[src/source/mem_consts.svh]
`ifndef MEM_CONSTS_SVH
`define MEM_CONSTS_SVH

// byte address width of the ram (4096 bytes)
`define RAM_ADDR_W 12

// word width seen by both requesters
`define DATA_W 32

// byte count field, holds 1, 2 or 4
`define LEN_W 3

// instruction fetch is always a full word
`define FETCH_LEN 4

`endif

[src/source/memPkg.sv]
`include "mem_consts.svh"

package memPkg;

    // one load, store or fetch
    typedef struct packed {
        logic [`RAM_ADDR_W-1:0] addr;
        logic [`DATA_W-1:0]     wdata;
        logic [`LEN_W-1:0]      len;
        logic                   isStore;
    } memReq;

    // done is a single-cycle pulse, rdata valid with it
    typedef struct packed {
        logic               done;
        logic [`DATA_W-1:0] rdata;
    } memResp;

    typedef struct packed {
        logic [`RAM_ADDR_W-1:0] addr;
        logic                   we;
        logic [7:0]             wbyte;
    } ramPort;

    typedef enum logic [1:0] {
        ownNone  = 2'b00,
        ownFetch = 2'b01,
        ownData  = 2'b10
    } grantOwner;

endpackage

[src/source/memArbiter.sv]
`timescale 1ns/1ps
`include "mem_consts.svh"

module memArbiter
    import memPkg::*;
(
    input  logic                   clk,
    input  logic                   rst,
    input  logic                   rdy,
    input  logic                   ioFull,
    input  logic                   fetchEn,
    input  logic [`RAM_ADDR_W-1:0] fetchAddr,
    input  logic                   dataEn,
    input  memReq                  dataReq,
    input  memResp                 seqResp,
    output logic                   start,
    output logic                   step,
    output memReq                  curReq,
    output grantOwner              owner,
    output memResp                 fetchResp,
    output memResp                 dataResp,
    output logic                   fetchBusy,
    output logic                   dataBusy
);
    memReq fetchReq;
    logic  idle;
    logic  grant;

    assign step  = rdy && !ioFull;
    assign idle  = (owner == ownNone);
    assign grant = idle && step && (dataEn || fetchEn);

    always_comb begin
        fetchReq.addr    = fetchAddr;
        fetchReq.wdata   = '0;
        fetchReq.len     = `LEN_W'(`FETCH_LEN);
        fetchReq.isStore = 1'b0;
    end

    // data side wins a tie
    always_ff @(posedge clk) begin
        if (rst) begin
            owner <= ownNone;
            start <= 1'b0;
        end else begin
            start <= grant;
            if (grant) begin
                owner <= dataEn ? ownData : ownFetch;
            end else if (seqResp.done) begin
                owner <= ownNone;
            end
        end
    end

    always_ff @(posedge clk) begin
        if (grant) begin
            curReq <= dataEn ? dataReq : fetchReq;
        end
    end

    // response goes back only to the side holding the ram
    always_comb begin
        fetchResp.done  = seqResp.done && (owner == ownFetch);
        fetchResp.rdata = (owner == ownFetch) ? seqResp.rdata : '0;
        dataResp.done   = seqResp.done && (owner == ownData);
        dataResp.rdata  = (owner == ownData) ? seqResp.rdata : '0;
    end

    assign fetchBusy = !idle;
    assign dataBusy  = !idle;

    startWhileIdle: assert property (@(posedge clk) disable iff (rst)
        start |-> !seqResp.done);

    doneHasOwner: assert property (@(posedge clk) disable iff (rst)
        seqResp.done |-> owner != ownNone);

endmodule

[config.mk]
export PLATFORM = sky130hd
export DESIGN_NAME = memArbiter
export DESIGN_NICKNAME = d
export VERILOG_FILES = /design/src/source/memPkg.sv /design/src/source/memArbiter.sv
export VERILOG_INCLUDE_DIRS = /design/src /design/src/source
export SDC_FILE = /design/constraint.sdc
export NUM_CORES = 1
export LEC_CHECK = 0
export BUFFER_PORTS_ARGS = -buffer_cell sky130_fd_sc_hd__buf_4
export CAP_MARGIN = 20
export CORE_AREA = 2 2 84 86
export CTS_CLUSTER_SIZE = 10
export DETAILED_ROUTE_END_ITERATION = 7
export DIE_AREA = 0 0 86 88
export GPL_TIMING_DRIVEN = 0
export PLACE_DENSITY = 0.79
export SYNTH_ARGS = -nofsm -noshare
export SYNTH_HDL_FRONTEND = slang
export SYNTH_SLANG_ARGS = --single-unit
[constraint.sdc]
create_clock -name clk -period 11.15 [get_ports clk]
set_input_delay 2.23 -clock clk [delete_from_list [all_inputs] [get_ports clk]]
set_output_delay 2.23 -clock clk [all_outputs]
set_load 0.05 [all_outputs]
==> summary.md <==
| Metric | Value |
|---|---|
| Status | completed |
| # clock sinks | 51 |
| Area Growth Syn to Fin | 76.76% |
| Crit. Startpoint | seqResp[32] |
| Die width | 86 um |
| Final Cycle Share | 0.4399 |
| Critical Path, Cell by Cell | buf_4, and2_1, buf_4 |
| Non-Filler Instances | 498 |
| Hold Path Class | reg -> reg |
| CTS tree | done |
| Post-CTS Setup Bufs | 0 |
| Syn. warnings | 0 |
| Hold path startpoint | owner[0]$_SDFFE_PP0P_ |
| RSZ-0062 raised after global routing | false |
| Detailed Routing Iterations Pass 1 | 4 |
| Worst reg2reg path startpoint | owner[1]$_SDFFE_PP0P_ |
| Worst Hold Depth | 2 |
| CTS root buffer | clkbuf_8 |
| Maximum VDD drop | 0.00005953 V |
| Area of the multi-input gates | 872.1 um2 |
| Syn nets | 290 |
| CP max stage delay | 180 ps |
| Final core occ | 0.6475 |
| Post-Place Cells | 490 |
| R2R Setup Slk | 9080 ps |
| Flops & latches, synth | 51 |
| Depth of the most critical reg-to-reg path | 3 |
| Fill cell total of the finished layout | 534 |
| Crit end category | output pin |
| Setup Skew | 7.657 ps |
| Die ar. | 0.007568 mm2 |
| Reg2reg end | curReq[31]$_SDFFCE_PN0P_ |
| Cts bufs inserted | 5 |
| H-tree depth | 2 |
| Sequential element share of the synthesized area | 0.6170 |
| Antenna cells | 0 |
| Max-Cap Viols | 0 |
| Largest net degree at the start of global routing | 29 |
| FF/Latch Area | 0.001501 mm2 |
| Setup TNS | 0 ps |
| Final GP Congestion | 0.8028 |
| Mapped Area | 0.002434 mm2 |
| F_max | 0.2039 GHz |
| Row count | 30 |
| Core ar. | 0.006644 mm2 |
| Worst slew margin | 0.5537 |
| WP data required | 8920 ps |
| Initial Util | 0.3663 |
| Most frequent CP cell | buf_4 |
| Initial antenna violation count | 0 |
| Detail Placement HPWL | 6446 um |
| DR DRC count | 0 |
| Worst-path cell with the longest stage delay | buf_4 |
| Clock buffer depth | 2 |
| Nets | 516 |
| Via count | 2255 |
| # hold bufs at CTS | 0 |
| Cells after Synth | 191 |
| IO Pins | 219 |
| # setup viols final | 0 |
| Crit path kind | in -> out |
| Hold Crit Endpoint | owner[0]$_SDFFE_PP0P_ |
| Final wirelength | 7842 um |
| Minimum clock period | 4905 ps |
| Post-CTS Resized | 0 |
| Vias per inst | 4.528 |
| Number of max-slew violations in the final report | 0 |
| Share of cells above drive strength 1 | 0.5933 |
| Worst-Margin Slew | 667.9 ps |
| Die Y | 88 um |
| Worst skew pair latency | 310 ps |
| Total gr overflow | 0 |
| Global-route wire length before repair | 11490 um |
| Arr. time, crit path | 2670 ps |
| Port Buffers | 218 |
| Pwr dens | 104.9 mW/mm2 |
| Critical path startpoint category | primary input |
| Post-synth cell types | 17 |
| DR WL/cell | 15.75 um |
| Mean Syn Cell Area | 12.74 um2 |
| CP max FO | 4 |
| Static leakage | 0.002029 uW |
| Total Power | 451.4 uW |
| Fin. Hold Viols | 0 |
| Tot GR Track Use | 0.1994 |
| DRT iter0 DRCs | 57 |
| Vias in the first global route | 2347 |
| CTS clock-pin slew for the worst setup and hold paths | 90 ps |
| DRT antenna net count | 0 |
==> metrics by stage <==
stage / worst slack (ps) / cell area (um2) / hold WS, ps
after floorplan: 5910 / 2434 / 745.9
after global placement: 5038 / 4170 / 535.2
after detailed placement: 6251 / 4205 / 539.7
after CTS: 6247 / 4302 / 552.9
after global routing: 6227 / 4302 / 595.4
final: 6245 / 4302 / 550.2
==> worst max-delay path, delay by kind of cell <==
kind / cells / cell delay, ps
buffers and inverters: 2 / 310
AND/OR/NAND/NOR: 1 / 130
==> layout by cell type (no fill, tap or decap) <==
| cell type | count |
|---|---|
| and2_1 | 101 |
| and2b_2 | 2 |
| buf_16 | 1 |
| buf_4 | 220 |
| buf_6 | 1 |
| clkbuf_1 | 9 |
| clkbuf_8 | 5 |
| clkinv_4 | 1 |
| clkinvlp_4 | 1 |
| dfxtp_1 | 3 |
| edfxtp_1 | 48 |
| inv_1 | 2 |
| inv_8 | 1 |
| mux2_2 | 12 |
| nand2_1 | 1 |
| nand2b_1 | 2 |
| nor2_1 | 1 |
| nor2_4 | 1 |
| nor2b_1 | 1 |
| nor3_2 | 1 |
| o32ai_1 | 2 |
| or3b_2 | 1 |
| or4b_4 | 1 |
==> routing by layer <==
layer  track usage  vias to the layer above  part of all wire
li1              -                     1086                 -
met1        0.2049                     1042              0.34
met2        0.3855                      121              0.55
met3       0.06503                        6             0.092
met4       0.05483                        0             0.012
met5             0                        -                 0
==> layout make-up <==
cell class,instances,area share
Inverter,2,0.001745
Tap cell,80,0.02327
Multi-Input combinational cell,126,0.2027
Sequential cell,51,0.3490
Clock buffer,5,0.01600
Timing Repair Buffer,219,0.3869
Clock inverter,3,0.006399
Buffer,12,0.01396
==> registers in the layout, summed over array words and instances (netlist names) <==
signal,cells
curReq,48
start,1
owner,2
==> report_power, final <==
group / total, uW / leakage [uW] / switching, uW / internal (uW)
logic: 118 / 0.00151 / 69.0 / 49.4
registers: 222 / 0.000474 / 2.47 / 219
clock network: 111 / 0.0000463 / 65.1 / 46.2
total: 451 / 0.00203 / 137 / 315
==> Yosys cell counts, drive strengths merged <==
library cell,number,area share
o32ai,2,0.0072
and2b,2,0.0072
nor3,1,0.0041
nor2b,1,0.0026
edfxtp,48,0.59
or3b,1,0.0036
nor2,2,0.0031
clkbuf,9,0.014
nand2b,2,0.0051
and2,101,0.26
buf,3,0.011
dfxtp,3,0.025
inv,2,0.0031
mux2,12,0.056
nand2,1,0.0015
or4b,1,0.0057
==> cell families (layout without fill, tap and decap cells) <==
logic type             count (synthesis)  count (layout)  share of synthesized area
AND/OR/NAND/NOR                      112             112                     0.2925
flip-flops                            51              51                     0.6170
buffers and inverters                 14             241                    0.02776
multiplexers                          12              12                    0.05553
AO/OA/AOI/OAI                          2               2                   0.007199
==> how the worst max path moves through the flow <==
stage | endpoint | slack (ps)
2_1_floorplan | curReq[0]$_SDFFCE_PN0P_ | 5910
3_3_place_gp | curReq[27]$_SDFFCE_PN0P_ | 5040
3_5_place_dp | dataResp[32] | 6250
4_1_cts | fetchResp[32] | 6250
5_1_grt | fetchResp[32] | 6230
6_report | fetchResp[32] | 6250
Power figures use the tool's default switching activity.
