## src/source/mem_consts.svh

```systemverilog
`ifndef MEM_CONSTS_SVH
`define MEM_CONSTS_SVH

// byte address width of the ram (4096 bytes)
`define RAM_ADDR_W 12

// word width seen by both requesters
`define DATA_W 32

// byte count field, holds 1, 2 or 4
`define LEN_W 3

// instruction fetch is always a full word
`define FETCH_LEN 4

`endif

```

## src/source/memPkg.sv

```systemverilog
`include "mem_consts.svh"

package memPkg;

    // one load, store or fetch
    typedef struct packed {
        logic [`RAM_ADDR_W-1:0] addr;
        logic [`DATA_W-1:0]     wdata;
        logic [`LEN_W-1:0]      len;
        logic                   isStore;
    } memReq;

    // done is a single-cycle pulse, rdata valid with it
    typedef struct packed {
        logic               done;
        logic [`DATA_W-1:0] rdata;
    } memResp;

    typedef struct packed {
        logic [`RAM_ADDR_W-1:0] addr;
        logic                   we;
        logic [7:0]             wbyte;
    } ramPort;

    typedef enum logic [1:0] {
        ownNone  = 2'b00,
        ownFetch = 2'b01,
        ownData  = 2'b10
    } grantOwner;

endpackage

```

## src/source/byteSequencer.sv

```systemverilog
`timescale 1ns/1ps
`include "mem_consts.svh"

module byteSequencer
    import memPkg::*;
(
    input  logic       clk,
    input  logic       rst,
    input  logic       start,
    input  logic       step,
    input  memReq      curReq,
    input  logic [7:0] ramRdata,
    output ramPort     ram,
    output memResp     seqResp
);
    logic [`LEN_W-1:0]  stage;
    logic               active;
    logic               run;
    logic               lastStage;
    logic               doneReg;
    logic [`DATA_W-1:0] respData;

    // assembly of load bytes
    logic [`DATA_W-1:0] asmWord;
    logic [`DATA_W-1:0] merged;
    logic [1:0]         rdLane;
    logic               rdValid;

    assign run       = start || active;
    assign lastStage = (stage == curReq.len);

    // one byte cycle per stage below len
    always_comb begin
        ram.addr  = curReq.addr + `RAM_ADDR_W'(stage);
        ram.we    = run && step && !lastStage && curReq.isStore;
        ram.wbyte = 8'(curReq.wdata >> {stage, 3'b000});
    end

    // byte read last edge lands in its lane
    always_comb begin
        merged = asmWord;
        if (rdValid) begin
            merged[{rdLane, 3'b000} +: 8] = ramRdata;
        end
    end

    always_ff @(posedge clk) begin
        if (rst) begin
            stage   <= '0;
            active  <= 1'b0;
            doneReg <= 1'b0;
            rdValid <= 1'b0;
        end else begin
            doneReg <= 1'b0;
            rdValid <= run && !lastStage && !curReq.isStore;
            if (start) begin
                active <= 1'b1;
            end
            if (step && run) begin
                if (lastStage) begin
                    stage   <= '0;
                    active  <= 1'b0;
                    doneReg <= 1'b1;
                end else begin
                    stage <= stage + 1'b1;
                end
            end
        end
    end

    // a stalled stage rereads the same byte into the same lane
    always_ff @(posedge clk) begin
        asmWord <= merged;
        if (start) begin
            asmWord <= '0;
        end
        rdLane <= stage[1:0];
        if (step && run && lastStage) begin
            respData <= merged;
        end
    end

    assign seqResp.done  = doneReg;
    assign seqResp.rdata = respData;

    weOnlyOnStore: assert property (@(posedge clk) disable iff (rst)
        ram.we |-> curReq.isStore && (start || $stable(curReq)));

    stageInRange: assert property (@(posedge clk) disable iff (rst)
        run |-> stage <= curReq.len);

endmodule

```

## config.mk

```make
export PLATFORM = sky130hd
export DESIGN_NAME = byteSequencer
export DESIGN_NICKNAME = d
export VERILOG_FILES = /design/src/source/memPkg.sv /design/src/source/byteSequencer.sv
export VERILOG_INCLUDE_DIRS = /design/src /design/src/source
export SDC_FILE = /design/constraint.sdc
export NUM_CORES = 1
export LEC_CHECK = 0
export ABC_AREA = 1
export BUFFER_PORTS_ARGS = -buffer_cell sky130_fd_sc_hd__buf_2
export CAP_MARGIN = 15
export CORE_ASPECT_RATIO = 1.25
export CORE_MARGIN = 2
export CORE_UTILIZATION = 45
export CTS_BUF_LIST = sky130_fd_sc_hd__clkbuf_8
export CTS_CLUSTER_SIZE = 14
export DETAILED_ROUTE_END_ITERATION = 10
export HOLD_SLACK_MARGIN = 0.15
export MAX_ROUTING_LAYER = met4
export PLACE_DENSITY = 0.76
export SYNTH_ARGS = -nofsm -noshare
export SYNTH_HDL_FRONTEND = slang
export SYNTH_SLANG_ARGS = --single-unit
```

## constraint.sdc

```tcl
create_clock -name clk -period 2.85 [get_ports clk]
set_input_delay 0.1425 -clock clk [delete_from_list [all_inputs] [get_ports clk]]
set_output_delay 0.1425 -clock clk [all_outputs]
set_load 0.02 [all_outputs]
```

==> results.md <==
- Filler cells: between 600 and 700
- Combinational power share: 0.143
- Power Internal: about 0.0016 W
- Post-Synthesis Cells: just under 400
- Vias post-DR: approximately 2900
- Power Density: roughly 530 nW/um^2
- Vias/cell: ~4.8
- CP max stage delay: 0.50 ns
- Final setup viols: 0
- CP cell instances: ha_1 > inv_1 > fa_1 > o21ai_0 > nand3_1 > nor2_1 > nand2_1 > nand2_1 > nand2_1 > buf_2
- Starting Density: 0.4684
- Final wirelength: roughly 7600 um
- Port Buf Inserts: between 100 and 150
- Clock skew: between 0.005 and 0.006 ns
- Critical path launch point type: flop
- Number of synthesized register bits: between 70 and 80
- Post-Synth Adder-Cell Area: 0.04033
- Initial antenna violation count: 0
- Number of synthesized flops with an enable pin: 32
- Setup bufs post-CTS: 0
- Synth Area in Compound Gates: 0.09665
- Number of primary I/O pins: approximately 110
- Width of the die: between 80 and 90 um
- VDD IR max: around 0.26 mV
- Final ANT Viol Nets: 0
- DP Cell Count: ~600
- Vias in the first global route: between 2000 and 3000
- Largest family of logic cells by synthesized area: simple AND/OR/NAND/NOR gates
- Post-synthesis async set-or-reset flop share: 0
- Register area share after synthesis: 0.5358
- Final nets: 584
- CTS buffer count: 9
- Mux share of post-synthesis cell area: 0
- Area delta synth->final: 29.38%
- Clock Sink Count: 72
- Net switching power: about 0.00060 W
- Worst EP required: roughly 2.7 ns
- Post-Synth Simple-Gate Area: 0.2249
- Die height: approximately 100 um
- Clk slew on worst S/H paths: ~0.070 ns
- Layout cell share with drive strength beyond 1: 0.2659
- Ys Warns: 0
- Non-filler cells, final: roughly 610
- Clock group share of total power: 0.363
- Core Area: approximately 7000 um^2
- DRT Pass-1 Iters: 4
- # rows: 34
- Crit path top cell by count: nand2_1
- Gr usage total: 0.2081
- Final hold vios: 0
- Predominant post-synthesis flop cell: dfxtp_1
- WP data arrival: 2.46 ns
- CTS tree: built
- Post-synth top area cell: edfxtp_1
- Fmax achieved: a little under 400 MHz
- Netlist area before placement: ~3300 um^2
- Post-synth top area share: 0.2922
- Critical path capture point type: primary output
- Synth Area per Inst: roughly 8.5 um^2
- Switching share of power: 0.2665
- Die area: 8011 um^2
- RSZ-0062 raised after global routing: no
- # Max-Cap Violations: 0
- Fin area: between 4000 and 5000 um^2
- DRC Markers: 0
- Syn Nets: about 460
- Max-slew headroom: 0.7076
- Root Buffer: clkbuf_8
- Dpl hpwl: approximately 5700 um
- Leakage: about 2 nW
- Ranking of synthesized cells by area: edfxtp_1, dfxtp_1, nand2_1
- First-pass GRT wire length: roughly 13000 um
- Period utilization: 0.9122
- Setup TNS: 0 ns
- Synth Area in XOR/XNOR: 0.02664
- Status: finished clean
- RD Place Congestion: 0.8811
- Worst Path Buf+Inv: 2
- Smallest hold slack: about 0.18 ns
- Slowest-stage cell, CP: dfxtp_1
- Synth cell types: 23
- DP Area: roughly 4000 um^2
- Hold WC Path Type: input port to flop
- Slew @ Worst Pin: 0.4380 ns
- Crit path max fanout: 10
- Critical path's top delay family: adder cells
- Pin count of the biggest net entering global routing: 33
- Worst-Skew Late Latency: around 0.35 ns
- Wire per inst: ~12 um
- Depth of the CTS H-tree: 3
- Final count of pins violating max slew: 0
- Remaining Overflow, GRT: 0
- Clock Tree Buf Depth: 2
- WS Path Type: flop to primary output
- Initial drt markers: 133
- Flop pwr share: 0.494
- Min cycle time layout: ~2.6 ns
- N_diodes: 0
==> final timing paths <==
check	startpoint	to	slack, ns	cells after the start
max	stage[0]$_SDFFE_PP0N_	ram[19]	0.25	10
min	ramRdata[2]	asmWord[18]$_SDFF_PP0_	0.18	3
max reg2reg	stage[0]$_SDFFE_PP0N_	respData[17]$_DFFE_PP_	0.64	7
min reg2reg	asmWord[11]$_SDFF_PP0_	asmWord[11]$_SDFF_PP0_	0.48	2
==> state kept, by name, indices dropped and copies added (netlist names) <==
register,flops
respData,32
rdValid,1
rdLane,2
doneReg,1
active,1
stage,3
asmWord,32
==> stage by stage <==
step                power (W)  worst slack [ns]  utilization
floorplan            0.001318            0.1233            -
global placement     0.001430            0.6870       0.5626
detailed placement   0.001435            0.6188       0.5626
CTS                  0.002253            0.2251       0.6061
global route         0.002335           0.01709       0.6061
finish               0.002233            0.2504       0.6061
==> tightest hold or removal path: stages <==
cell     delay, ns
buf_2         0.12
nand4_1       0.13
a21oi_1       0.08
==> logic make-up (layout without fill, tap and decap cells) <==
| kind of cell | Yosys count | after routing |
|---|---|---|
| simple gates | 170 | 170 |
| flops | 72 | 72 |
| buf+inv | 64 | 196 |
| compound gates | 61 | 61 |
| fa+ha+maj | 10 | 10 |
| xor+xnor | 10 | 10 |
==> synthesized netlist by cell type, drive strengths merged, types with 6 or more instances <==
cell type,n
nand2,74
nor2,63
inv,51
dfxtp,40
a21oi,33
edfxtp,32
o21ai,19
nand3,15
ha,9
o22ai,8
nor3b,7
clkbuf,6
nor3,6
==> layer usage <==
| metal | global-route usage | routed length (um) | vias up |
|---|---|---|---|
| met5 | - | 0 | - |
| met3 | 0.03630 | 438 | 15 |
| li1 | - | - | 1505 |
| met2 | 0.3699 | 3938 | 109 |
| met4 | 0.09648 | 176 | 0 |
| met1 | 0.2212 | 3000 | 1307 |
==> area by class of cell <==
class	instances	area (um^2)	share of cell area
Inverter	53	198.9	0.04676
Tap cell	90	112.6	0.02647
Sequential cell	72	1762	0.4141
Timing Repair Buffer	127	695.7	0.1635
Multi-Input combinational cell	251	1280	0.3009
Clock inverter	6	67.56	0.01588
Clock buffer	10	137.6	0.03235
==> power by group through the flow <==
stage | combinational, W | sequential (W) | clock [W]
2_1_floorplan | 0.000186 | 0.00113 | 0
3_3_place_gp | 0.000305 | 0.00112 | 0
3_5_place_dp | 0.000309 | 0.00113 | 0
4_1_cts | 0.000321 | 0.00110 | 0.000829
5_1_grt | 0.000353 | 0.00110 | 0.000878
6_report | 0.000320 | 0.00110 | 0.000811
==> cells in the final DEF, fill, tap and decap left out, drive strengths merged, types with 2 or more instances in the layout <==
cell	instances
buf	117
nor3b	7
dlygate4sd3	10
inv	52
nand4	5
clkbuf	10
edfxtp	32
nor3	6
o21ai	19
clkinvlp	2
o22ai	8
xnor2	5
nand2	74
dfxtp	40
xor2	5
nor2	63
nand3	15
ha	9
a21oi	33
clkinv	4
==> what timing repair did <==
action,in CTS,in global routing
endpoints found under the hold margin,13,0
resized for setup,0,0
hold buffers,10,0
Power figures use the tool's default switching activity.
